## src/periph_bus_pkg.sv

```systemverilog
package periph_bus_pkg;

  //******************************
  // bus widths and port count
  //******************************

  localparam int APB_ADDR_WIDTH = 32;
  localparam int APB_DATA_WIDTH = 32;

  localparam int NB_PERIPH = 4;

  // the low address bits that index inside one peripheral window
  localparam int PERIPH_OFFS_WIDTH = 12;

  // node port indices
  localparam int GPIO_IDX     = 0;
  localparam int SOC_CTRL_IDX = 1;
  localparam int TIMER_IDX    = 2;
  localparam int UDMA_IDX     = 3;

  //******************************
  // APB request and response
  //******************************

  // driven by the requester side of a link
  typedef struct packed {
    logic [APB_ADDR_WIDTH-1:0] paddr;
    logic [APB_DATA_WIDTH-1:0] pwdata;
    logic                      pwrite;
    logic                      psel;
    logic                      penable;
  } apb_req_t;

  // driven by the completer side of a link
  typedef struct packed {
    logic [APB_DATA_WIDTH-1:0] prdata;
    logic                      pready;
    logic                      pslverr;
  } apb_resp_t;

  //******************************
  // address map
  //******************************

  localparam logic [APB_ADDR_WIDTH-1:0] GPIO_START_ADDR     = 32'h1A10_1000;
  localparam logic [APB_ADDR_WIDTH-1:0] GPIO_END_ADDR       = 32'h1A10_1FFF;
  localparam logic [APB_ADDR_WIDTH-1:0] UDMA_START_ADDR     = 32'h1A10_2000;
  localparam logic [APB_ADDR_WIDTH-1:0] UDMA_END_ADDR       = 32'h1A10_3FFF;
  localparam logic [APB_ADDR_WIDTH-1:0] SOC_CTRL_START_ADDR = 32'h1A10_4000;
  localparam logic [APB_ADDR_WIDTH-1:0] SOC_CTRL_END_ADDR   = 32'h1A10_4FFF;
  localparam logic [APB_ADDR_WIDTH-1:0] TIMER_START_ADDR    = 32'h1A10_B000;
  localparam logic [APB_ADDR_WIDTH-1:0] TIMER_END_ADDR      = 32'h1A10_BFFF;

  // the highest port index comes first in the concatenation
  localparam logic [NB_PERIPH-1:0][APB_ADDR_WIDTH-1:0] PERIPH_START_ADDR = {
    UDMA_START_ADDR, TIMER_START_ADDR, SOC_CTRL_START_ADDR, GPIO_START_ADDR
  };
  localparam logic [NB_PERIPH-1:0][APB_ADDR_WIDTH-1:0] PERIPH_END_ADDR = {
    UDMA_END_ADDR, TIMER_END_ADDR, SOC_CTRL_END_ADDR, GPIO_END_ADDR
  };

  // timer register offsets inside its window
  localparam logic [PERIPH_OFFS_WIDTH-1:0] TIMER_COUNT_OFFS = 12'h000;
  localparam logic [PERIPH_OFFS_WIDTH-1:0] TIMER_CMP_OFFS   = 12'h004;
  localparam logic [PERIPH_OFFS_WIDTH-1:0] TIMER_CTRL_OFFS  = 12'h008;

endpackage

```

## src/periph_apb_node.sv

```systemverilog
module periph_apb_node
  import periph_bus_pkg::*;
#(
  parameter int RTO_CYCLES = 16
) (
  input  logic                           clk_i,
  input  logic                           reset_i,
  input  apb_req_t                       apb_req_i,
  output apb_resp_t                      apb_resp_o,
  output apb_req_t  [NB_PERIPH-1:0]      port_req_o,
  input  apb_resp_t [NB_PERIPH-1:0]      port_resp_i,
  output logic      [NB_PERIPH-1:0]      peripheral_rto_o
);

  localparam int CNT_WIDTH = $clog2(RTO_CYCLES + 1);

  logic                 setup_phase;
  logic                 access_phase;
  logic [NB_PERIPH-1:0] hit;
  logic                 any_hit;
  logic                 miss;
  apb_resp_t            sel_resp;
  logic [CNT_WIDTH-1:0] rto_cnt_q;
  logic                 rto_fire;

  assign setup_phase  = apb_req_i.psel & ~apb_req_i.penable;
  assign access_phase = apb_req_i.psel & apb_req_i.penable;

  //******************************
  // address decode
  //******************************

  // windows do not overlap, so at most one bit of hit is set
  always_comb begin
    for (int i = 0; i < NB_PERIPH; i++) begin
      hit[i] = (apb_req_i.paddr >= PERIPH_START_ADDR[i]) &&
               (apb_req_i.paddr <= PERIPH_END_ADDR[i]);
    end
  end

  assign any_hit = |hit;
  assign miss    = apb_req_i.psel & ~any_hit;

  //******************************
  // response timeout
  //******************************

  // the counter holds the access cycles already spent without ready, so the
  // timeout decision never depends on the port's response in the same cycle
  assign rto_fire = access_phase & any_hit & (rto_cnt_q == CNT_WIDTH'(RTO_CYCLES));

  always_ff @(posedge clk_i) begin
    if (reset_i) begin
      rto_cnt_q <= '0;
    end else if (setup_phase || rto_fire) begin
      rto_cnt_q <= '0;
    end else if (access_phase && any_hit && !sel_resp.pready) begin
      rto_cnt_q <= rto_cnt_q + 1'b1;
    end
  end

  // one cycle pulse on the bit of the port that stalled
  assign peripheral_rto_o = hit & {NB_PERIPH{rto_fire}};

  //******************************
  // request fan-out
  //******************************

  // every port sees the address, data and phase but only psel is steered
  always_comb begin
    for (int i = 0; i < NB_PERIPH; i++) begin
      port_req_o[i]      = apb_req_i;
      port_req_o[i].psel = apb_req_i.psel & hit[i] & ~rto_fire;
    end
  end

  //******************************
  // response multiplexing
  //******************************

  always_comb begin
    sel_resp = '0;
    for (int i = 0; i < NB_PERIPH; i++) begin
      if (hit[i]) begin
        sel_resp = port_resp_i[i];
      end
    end
  end

  always_comb begin
    apb_resp_o = '0;
    if (miss) begin
      // nothing decodes here, so end the transfer with an error right away
      apb_resp_o.pready  = apb_req_i.penable;
      apb_resp_o.pslverr = apb_req_i.penable;
    end else if (rto_fire) begin
      apb_resp_o.pready  = 1'b1;
      apb_resp_o.pslverr = 1'b1;
    end else if (apb_req_i.psel) begin
      apb_resp_o = sel_resp;
    end
  end

endmodule

```

## src/periph_reg_bank.sv

```systemverilog
module periph_reg_bank
  import periph_bus_pkg::*;
#(
  parameter int NB_REGS = 2
) (
  input  logic                                  clk_i,
  input  logic                                  reset_i,
  input  apb_req_t                              req_i,
  output apb_resp_t                             resp_o,
  output logic [NB_REGS-1:0][APB_DATA_WIDTH-1:0] regs_o
);

  localparam int IDX_WIDTH = PERIPH_OFFS_WIDTH - 2;

  logic [NB_REGS-1:0][APB_DATA_WIDTH-1:0] regs_q;
  logic [IDX_WIDTH-1:0]                   reg_idx;
  logic                                   idx_valid;
  logic                                   access;

  // the word index inside the window skips the two byte bits
  assign reg_idx   = req_i.paddr[PERIPH_OFFS_WIDTH-1:2];
  assign idx_valid = (int'(reg_idx) < NB_REGS);
  assign access    = req_i.psel & req_i.penable;

  //******************************
  // register write
  //******************************

  // the write lands on the edge that closes the access cycle
  always_ff @(posedge clk_i) begin
    if (reset_i) begin
      regs_q <= '0;
    end else if (access && req_i.pwrite && idx_valid) begin
      regs_q[reg_idx] <= req_i.pwdata;
    end
  end

  //******************************
  // register read and response
  //******************************

  // with no wait states ready comes with the first access cycle
  always_comb begin
    resp_o         = '0;
    resp_o.pready  = access;
    resp_o.pslverr = access & ~idx_valid;
    if (idx_valid) begin
      resp_o.prdata = regs_q[reg_idx];
    end
  end

  // the stored values leave the block as plain outputs
  assign regs_o = regs_q;

endmodule

```

## src/periph_timer.sv

```systemverilog
module periph_timer
  import periph_bus_pkg::*;
(
  input  logic      clk_i,
  input  logic      reset_i,
  input  apb_req_t  req_i,
  output apb_resp_t resp_o,
  output logic      event_o
);

  logic [APB_DATA_WIDTH-1:0]    count_q;
  logic [APB_DATA_WIDTH-1:0]    cmp_q;
  logic [APB_DATA_WIDTH-1:0]    ctrl_q;
  logic [PERIPH_OFFS_WIDTH-1:0] offs;
  logic                         access;
  logic                         wr_en;
  logic                         timer_en;
  logic                         match;

  assign offs     = req_i.paddr[PERIPH_OFFS_WIDTH-1:0];
  assign access   = req_i.psel & req_i.penable;
  assign wr_en    = access & req_i.pwrite;
  assign timer_en = ctrl_q[0];

  // a match only counts while the timer runs
  assign match   = timer_en & (count_q == cmp_q);
  assign event_o = match;

  //******************************
  // counter
  //******************************

  // a bus write to the count register wins over counting
  always_ff @(posedge clk_i) begin
    if (reset_i) begin
      count_q <= '0;
    end else if (wr_en && (offs == TIMER_COUNT_OFFS)) begin
      count_q <= req_i.pwdata;
    end else if (match) begin
      count_q <= '0;
    end else if (timer_en) begin
      count_q <= count_q + 1'b1;
    end
  end

  //******************************
  // compare and control
  //******************************

  always_ff @(posedge clk_i) begin
    if (reset_i) begin
      cmp_q  <= '0;
      ctrl_q <= '0;
    end else if (wr_en) begin
      if (offs == TIMER_CMP_OFFS) begin
        cmp_q <= req_i.pwdata;
      end
      if (offs == TIMER_CTRL_OFFS) begin
        ctrl_q <= req_i.pwdata;
      end
    end
  end

  // any offset other than the three registers answers with an error
  always_comb begin
    resp_o        = '0;
    resp_o.pready = access;
    case (offs)
      TIMER_COUNT_OFFS: resp_o.prdata = count_q;
      TIMER_CMP_OFFS:   resp_o.prdata = cmp_q;
      TIMER_CTRL_OFFS:  resp_o.prdata = ctrl_q;
      default: begin
        resp_o.pslverr = access;
      end
    endcase
  end

endmodule

```

## src/periph_bus_top.sv

```systemverilog
module periph_bus_top
  import periph_bus_pkg::*;
#(
  parameter int RTO_CYCLES       = 16,
  parameter int GPIO_NB_REGS     = 2,
  parameter int SOC_CTRL_NB_REGS = 4
) (
  input  logic                                           clk_i,
  input  logic                                           reset_i,
  input  apb_req_t                                       apb_req_i,
  output apb_resp_t                                      apb_resp_o,
  output apb_req_t                                       udma_req_o,
  input  apb_resp_t                                      udma_resp_i,
  output logic      [GPIO_NB_REGS-1:0][APB_DATA_WIDTH-1:0] gpio_o,
  output logic [SOC_CTRL_NB_REGS-1:0][APB_DATA_WIDTH-1:0] soc_ctrl_o,
  output logic                                           timer_event_o,
  output logic      [NB_PERIPH-1:0]                      peripheral_rto_o
);

  apb_req_t  [NB_PERIPH-1:0] port_req;
  apb_resp_t [NB_PERIPH-1:0] port_resp;

  //******************************
  // input side
  //******************************

  periph_apb_node #(
    .RTO_CYCLES(RTO_CYCLES)
  ) node_i (
    .clk_i           (clk_i),
    .reset_i         (reset_i),
    .apb_req_i       (apb_req_i),
    .apb_resp_o      (apb_resp_o),
    .port_req_o      (port_req),
    .port_resp_i     (port_resp),
    .peripheral_rto_o(peripheral_rto_o)
  );

  //******************************
  // peripherals
  //******************************

  periph_reg_bank #(
    .NB_REGS(GPIO_NB_REGS)
  ) gpio_i (
    .clk_i  (clk_i),
    .reset_i(reset_i),
    .req_i  (port_req[GPIO_IDX]),
    .resp_o (port_resp[GPIO_IDX]),
    .regs_o (gpio_o)
  );

  periph_reg_bank #(
    .NB_REGS(SOC_CTRL_NB_REGS)
  ) soc_ctrl_i (
    .clk_i  (clk_i),
    .reset_i(reset_i),
    .req_i  (port_req[SOC_CTRL_IDX]),
    .resp_o (port_resp[SOC_CTRL_IDX]),
    .regs_o (soc_ctrl_o)
  );

  periph_timer timer_i (
    .clk_i  (clk_i),
    .reset_i(reset_i),
    .req_i  (port_req[TIMER_IDX]),
    .resp_o (port_resp[TIMER_IDX]),
    .event_o(timer_event_o)
  );

  //******************************
  // output side
  //******************************

  // the uDMA window is served outside this block
  assign udma_req_o          = port_req[UDMA_IDX];
  assign port_resp[UDMA_IDX] = udma_resp_i;

endmodule

```

## config.mk

```make
export PLATFORM = sky130hd
export DESIGN_NAME = periph_bus_top
export DESIGN_NICKNAME = d
export VERILOG_FILES = /design/src/periph_bus_pkg.sv /design/src/periph_apb_node.sv /design/src/periph_reg_bank.sv /design/src/periph_timer.sv /design/src/periph_bus_top.sv
export SDC_FILE = /design/constraint.sdc
export NUM_CORES = 1
export LEC_CHECK = 0
export BUFFER_PORTS_ARGS = -buffer_cell sky130_fd_sc_hd__buf_2
export CAP_MARGIN = 10
export CORE_MARGIN = 4
export CORE_UTILIZATION = 54
export DETAILED_ROUTE_END_ITERATION = 8
export PLACE_DENSITY = 0.84
export SLEW_MARGIN = 30
export SYNTH_ARGS = -nofsm -noshare
export SYNTH_HDL_FRONTEND = slang
export SYNTH_SLANG_ARGS = --single-unit
export TNS_END_PERCENT = 5
```

## constraint.sdc

```tcl
create_clock -name clk_i -period 3.1 [get_ports clk_i]
set_input_delay 0.155 -clock clk_i [delete_from_list [all_inputs] [get_ports clk_i]]
set_output_delay 0.155 -clock clk_i [all_outputs]
set_load 0.05 [all_outputs]
```

* Word level (Yosys, flattened, before mapping)
Index checks and enable logic that the tools add are counted.
** Operators by class
- Equal/unequal tests :: 4
- Order comparisons :: 13
- $add $sub $neg :: 2
- Muxes and demuxes :: 26
- Bitwise operators :: 26
- Reduce and logical (&&, ||, !) cells :: 22
** Operators with widths (count)
- 32-bit two-way mux :: 12
- 34-bit two-way mux :: 5
- 128-bit bitwise mux :: 1
- 32-bit by 29-bit greater-or-equal comparator with 1-bit output (second input constant) :: 4
- 32-bit by 29-bit less-or-equal comparator with 1-bit output (second input constant) :: 4
- 32-bit case mux with 3 select lines :: 1
- 32-bit binary-select mux with 2-bit select :: 1
- 64-bit bitwise mux :: 1
- 32-bit demux with 2-bit select :: 1
- 32-bit by 1-bit adder with 32-bit output (second input constant) :: 1
- 32-bit demux with 1-bit select :: 1
- 32-bit equality test :: 1
- 1-bit bitwise AND :: 20
- 10-bit by 2-bit < comparator with 1-bit output (second input constant) :: 2
- 10-bit by 3-bit < comparator with 1-bit output (second input constant) :: 2
- 1-bit logical AND :: 13
- 12-bit by 3-bit equality test with 1-bit output (second input constant) :: 1
- 12-bit by 4-bit equality test with 1-bit output (second input constant) :: 1
- 12-bit zero test :: 1
- 10-bit by 1-bit greater-or-equal comparator with 1-bit output (second input constant) :: 1
- 5-bit by 1-bit adder with 5-bit output (second input constant) :: 1
- 5-bit equality test (second input constant) :: 1
- 1-bit NOT :: 5
- 4-bit bitwise AND :: 1
- 9 further kinds :: 11
** Storage, ports and cells
- Bits of input ports :: 103
- Logic and storage cells :: 103
- Register bits after elaboration :: 293

* Depth between registers and ports, before layout
Gate-level depths: netlist (run 1).
- Depth in word-level cells :: 16
- Gate-level depth with buffers :: 10
- Depth with buffers taken out :: 8

* Hierarchy
A second synthesis (run 1) with hierarchy kept.
** Second synthesis, totals
- Cell total of the unflattened synthesis :: 2106
- Area total of the unflattened synthesis :: 18397.6 sq um
** Modules (own cells, without submodules)
- periph_reg_bank at soc_ctrl_i :: cells an instance 534, sequential area each 2562.5 sq um, times used 1, area an instance 6198.4 sq um
- periph_timer :: cells an instance 759, sequential area each 1921.8 sq um, times used 1, area an instance 5536.6 sq um
- periph_apb_node :: cells an instance 490, sequential area each 100.1 sq um, times used 1, area an instance 3455.8 sq um
- periph_reg_bank at gpio_i :: cells an instance 323, sequential area each 1281.2 sq um, times used 1, area an instance 3206.8 sq um

* Worst setup path before layout (run 1)
Ideal clock, no wire load.
- Path kind :: input -> output
- Start :: in apb_req_i[43] (netlist name)
- End :: out apb_resp_o[32] (netlist name)
- Stages on the path :: 6
- Data arrival time :: 2.614 ns
- Buffers on the path :: 1
- Path slack :: 0.331 ns
- Path through :: or4_4 > or4_4 > nor4_4 > buf_2 > a221oi_1 > a21oi_1
** RTL lines
- start: declaration :: line periph_bus_top.sv:10 : input apb_req_t apb_req_i,
- end: declaration :: line periph_bus_top.sv:11 : output apb_resp_t apb_resp_o,

==> results of run 1 <==
## per-stage QoR
stage | power (W) | worst slack [ns] | utilization, % | std cells | hold WS [ns]
after global placement | 0.00470 | 0.411 | 60.2 | 2550 | 0.440
after floorplan | 0.00451 | 0.331 | - | 1975 | 0.350
final | 0.00891 | 0.0732 | 65.4 | 2638 | 0.0275
after CTS | 0.00889 | 0.0998 | 65.4 | 2638 | 0.00214
after detailed placement | 0.00471 | 0.346 | 60.2 | 2550 | 0.444
after global routing | 0.00912 | 0.00943 | 65.4 | 2638 | 0.0299
## routing by layer
layer | global-route usage, % | vias up | wire length, um
li1 | - | 7249 | -
met4 | 13.3 | 0 | 2470
met1 | 47.7 | 7834 | 22600
met2 | 55.4 | 1062 | 26900
met5 | 0 | - | 0
met3 | 9.81 | 189 | 7400
## synthesized netlist by cell type, types with 33 or more instances
cell type,instances
a221oi_1,33
buf_2,52
a22oi_1,40
clkbuf_1,113
o21ai_0,54
a21oi_1,224
buf_4,78
mux2i_1,65
nand2_1,542
nor2_1,106
a21oi_2,60
dfxtp_1,293
## power groups by stage
stage	Sequential (W)	Combinational, W	Clock (W)
after floorplan	0.00389	0.000614	0
after global placement	0.00393	0.000763	0
after detailed placement	0.00394	0.000772	0
after CTS	0.00385	0.000805	0.00423
after global routing	0.00386	0.000860	0.00440
final	0.00386	0.000823	0.00423
## registers in the layout, indices dropped and copies added, names as in the netlist
signal and cells:
soc_ctrl_i.regs_o 128, gpio_i.regs_o 64, timer_i.cmp_q 32, timer_i.count_q 32
timer_i.ctrl_q 32, node_i.rto_cnt_q 5
## timing repair
item / in CTS / in global routing
setup endpoints to repair: 0 / 1
resized for setup: 0 / 3
hold buffers: 31 / 0
setup buffers: 0 / 0
hold endpoints to repair: 200 / 0
## how the worst min path moves through the flow
stage / end / cells after the start
finish: gpio_i.regs_o[1] / 3
floorplan: node_i.rto_cnt_q[0] / 2
detailed placement: timer_i.ctrl_q[31] / 2
CTS: gpio_i.regs_o[1] / 3
global placement: timer_i.ctrl_q[31] / 2
global route: soc_ctrl_i.regs_o[1] / 3
## area by class of cell
| class | count | area share [%] |
|---|---|---|
| multi-input combinational | 1413 | 44.6 |
| sequential | 293 | 31.2 |
| timing repair buffer | 483 | 15.2 |
| clock buffer | 42 | 4.83 |
| tap | 384 | 2.56 |
| clock inverter | 15 | 1.43 |
| inverter | 8 | 0.160 |
## worst min-delay path, stage by stage
cell and delay [ns]:
buf_2 0.23, nand2_1 0.10, a21oi_1 0.05
## cells by family (layout without fill, tap and decap cells)
family	count (synthesis)	count (layout)	share of synthesized area (%)
multiplexers	101	101	9.03
flip-flops	293	293	37.4
XOR/XNOR	38	38	2.12
buffers and inverters	269	548	9.49
AO/OA/AOI/OAI	465	465	19.2
AND/OR/NAND/NOR	806	806	22.5
adder cells (fa/ha/maj)	3	3	0.239
==> impl_metrics.ini, run 1 <==
[yosys]
async_flop_share_pct = 0
yosysSeqAreaShare_pct = 37.4
syn_nets = 2081
avgSynthCellArea_sq_um = 7.94
synth_area_leader_cell = dfxtp_1
synth_cell_type_count = 61
synth_cells = 1975
synth_area_leaders = dfxtp_1 (37%), nand2_1 (13%), a21oi_1 (7.2%), mux4_2 (4.6%), mux2i_1 (4.2%)
synth_top_area_share_pct = 37.4
ys_dominant_reg_cell = dfxtp_1
synth-seq-cells = 293
syn_area_sq_um = 15700
yosys_warnings = 0
synth-edff-count = 0

[detailed_routing]
routedWlPerCell_um = 22.5
drtIter0Drc = 1939
via_count = 16300
via_per_inst = 6.19
drc = 0
wirelength_um = 59400
ant_nets = 0
drt_pass1_iterations = 6

[worst_setup_path]
cp-endpoint = apb_resp_o[19]
critPathMaxFanout = 20
arrival_ns = 2.87
cp-end-kind = primary output
crit_family = simple AND/OR/NAND/NOR gates
cpPeakStageDelay_ns = 0.44
path_cells = inv_1, ha_1, nor4bb_1, o211ai_1, nand2b_1, nand3_1, buf_4, a21oi_1, buf_2
worstSetupStartpoint = node_i.rto_cnt_q[0]
start_kind = flip-flop
rrSetupSlack_ns = 0.64
r2r_start = node_i.rto_cnt_q[0]
worst_ep_required_time_ns = 2.94
timing.critical_path.buf_inv = 3
reg2regPathDepth = 9
rr_endpoint = gpio_i.regs_o[53]
slowest_stage = nor4bb_1
critical_path_class = reg -> out
cp_num_cells = 9

[die]
rows = 62
die_area_sq_um = 31800
fp.dieW_um = 178
die_y_um = 178
core_area_sq_um = 28700
start_util_pct = 54.6
ioPinCount = 401

[power_and_ir_drop]
p_comb_share_pct = 9.2
peakVddDrop_mv = 0.458
switching_share_pct = 25.0
powerDensity_nw_per_um2 = 474
power_switching_w = 0.00222
seqPwrFrac_pct = 43.3
p_int_w = 0.00668
p_clk_share_pct = 47.5
p_leak_nw = 7.36

[clock_network]
cts_max_level = 1
cts-root-buf = clkbuf_16
cts_tree = yes
cts_buffer_depth = 3
path_clk_slew_ns = 0.06
clkSinkCount = 293
clk_latency_ns = 0.57
cts_buffers = 31

[min_path]
hp-class = in -> reg
min-delay-start = apb_req_i[4]

[grt]
grt_pass1_wl_um = 89500
antenna_found_initial = 0
grt_max_degree = 104
grt_pass1_vias = 15400
grt-ovfl-total = 0
grtUsageTotal_pct = 35.7

[cells_and_area]
nFillCells = 2409
ff_latch_area_sq_um = 5870
syn_to_final_growth_pct = 19.8
final_common_cell = nand2_1
fin_area_sq_um = 18800
fin_nets = 2336
multi_input_area_sq_um = 8370
final_cell_mix = nand2_1 (542), buf_2 (397), dfxtp_1 (291)
antenna_cells = 0
drive_gt1_share_pct = 28.6

[sta]
slew_violations = 0
fin_worst_skew_ns = 0.00953
rsz0062_at_grt = false
finalHoldViolCount = 0
period_needed_ns = 3.03
fmax_mhz = 330
slew_headroom_pct = 43.1
final.setup.tns_ns = 0
min_period_over_period_pct = 97.6
worst_pin_slew_ns = 0.853
setup_viol = 0

[placement]
place_area_sq_um = 17300
dp_hpwl_um = 41300
place.gp.congestion = 1.01
port_buffers = 400

[run_status]
status = completed

[flow_run]
drv_cap = 0
No activity file was read; power rests on OpenSTA's default activity.
==> run 2, diff against run 1 <==
- CTS_BUF_LIST: default -> sky130_fd_sc_hd__clkbuf_16
==> run 2 against run 1 <==
Against the previous run: first-iteration DRC count decreased by 7.6%; core utilization decreased by 0.28 points; highest routed layer unchanged; die area unchanged; clock power decreased by 5.7%; fmax increased by 0.40%; via count decreased by 0.44%; routed wire length decreased by 0.22%.
==> impl_metrics.ini, run 2 (same netlist as run 1, synthesis figures left out) <==
[run_status]
status = completed

[cells_and_area]
drive_gt1_share_pct = 28.1
final_common_cell = nand2_1
final_cell_mix = nand2_1 (542), buf_2 (397), dfxtp_1 (292)
final_util_pct = 65.1
fin_nets = 2337
antenna_cells = 0
largest_reg_flops = 128
syn_to_final_growth_pct = 19.3

[power_and_ir_drop]
peakVddDrop_mv = 0.442
powerDensity_nw_per_um2 = 464
p_leak_nw = 7.32

[die]
start_util_pct = 54.6
die_area_sq_um = 31800
die_y_um = 178
core_area_sq_um = 28700
ioPinCount = 401
fp.dieW_um = 178
rows = 62

[worst_setup_path]
rrSetupSlack_ns = 0.65
reg2regPathDepth = 6
r2r_start = timer_i.count_q[14]
critPathMaxFanout = 20
rr_endpoint = timer_i.count_q[30]
cp-end-kind = primary output
worst_ep_required_time_ns = 2.94
critical_path_class = reg -> out
start_kind = flip-flop
arrival_ns = 2.86

[grt]
grt-ovfl-total = 0
grt_pass1_vias = 15500
grt_max_degree = 104
grtUsageTotal_pct = 35.5
antenna_found_initial = 0
grt_pass1_wl_um = 89200

[sta]
min_period_over_period_pct = 97.3
slew_headroom_pct = 43.0
fmax_mhz = 332
fin_worst_skew_ns = 0.0156
worst_pin_slew_ns = 0.855
finalHoldViolCount = 0
period_needed_ns = 3.01
setup_viol = 0
rsz0062_at_grt = false
slew_violations = 0
final.setup.tns_ns = 0

[placement]
dp_hpwl_um = 41300
port_buffers = 400
place.gp.congestion = 1.01

[detailed_routing]
routedWlPerCell_um = 22.5
ant_nets = 0
via_per_inst = 6.16
via_count = 16300
drtIter0Drc = 1791
drc = 0
wirelength_um = 59200
drt_pass1_iterations = 6

[clock_network]
cts_buffer_depth = 3
clk_latency_ns = 0.57
cts_tree = yes
cts_setup_buffers = 0
clkSinkCount = 293
cts_max_level = 1
path_clk_slew_ns = 0.06
cts_buffers = 31
cts-root-buf = clkbuf_16

[min_path]
hp-class = in -> reg
holdPathStages = 2
min-delay-start = reset_i
min_to = gpio_i.regs_o[40]

[flow_run]
drv_cap = 0
## run 2: cell types whose count changed in the layout (fill, tap and decap cells not counted), moves of 2 or more
cell	change
clkbuf_1	-2
clkbuf_8	-9
clkinv_1	+9
inv_1	+2
## run 2: worst max-delay path by stage
stage / cells after the start / from / slack, ns / to
after floorplan: 6 / apb_req_i[43] / 0.33 / apb_resp_o[32]
after global placement: 8 / apb_req_i[42] / 0.41 / apb_resp_o[28]
after detailed placement: 8 / apb_req_i[42] / 0.35 / apb_resp_o[21]
after CTS: 8 / timer_i.count_q[7] / 0.09 / timer_event_o
after global routing: 8 / timer_i.count_q[16] / 0.0009 / timer_event_o
final: 9 / node_i.rto_cnt_q[0] / 0.09 / apb_resp_o[21]
## run 2: final cells by class
cell class | count | area (sq um)
Fill cell | 2429 | 10000
Multi-Input combinational cell | 1413 | 8370
Sequential cell | 293 | 5870
Timing Repair Buffer | 484 | 2870
Clock buffer | 31 | 776
Tap cell | 384 | 480
Clock inverter | 26 | 309
Inverter | 8 | 30.0
## run 2: repair_timing
| item | in CTS | in global routing |
|---|---|---|
| gates resized for setup | 0 | 2 |
| hold buffers | 32 | 0 |
| hold endpoints to repair | 210 | 0 |
| endpoints found under the setup margin | 0 | 1 |
## run 2: where the power goes
group	switching (W)	internal [W]	total, W
combinational	0.000561	0.000261	0.000823
sequential	0.0000637	0.00379	0.00386
clock	0.00159	0.00240	0.00399
total	0.00222	0.00645	0.00867
## run 2: layer usage
layer	global-route usage, %	up-vias	part of all wire, %
li1	-	7233	-
met1	47.4	7772	38
met2	55.2	1073	45
met3	9.69	184	12
met4	13.3	0	4.1
met5	0	-	0
## run 2: metrics by stage
step	hold WS, ns	setup slack, ns	cells	cell area (sq um)	power, W
6_report	0.0818	0.0852	2639	18700	0.00867
3_3_place_gp	0.440	0.411	2550	17300	0.00470
5_1_grt	0.125	0.000885	2639	18700	0.00888
4_1_cts	0.102	0.0927	2639	18700	0.00866
3_5_place_dp	0.444	0.346	2550	17300	0.00471
2_1_floorplan	0.350	0.331	1975	15700	0.00451
## run 2: critical path, cell delays in order, from the launching register on
cell and delay [ns]:
dfxtp_1 0.33, inv_1 0.10, ha_1 0.16, nor4bb_1 0.45, o211ai_1 0.17, nand2b_1 0.27
nand3_1 0.16, buf_4 0.31, a21oi_1 0.09, buf_2 0.23
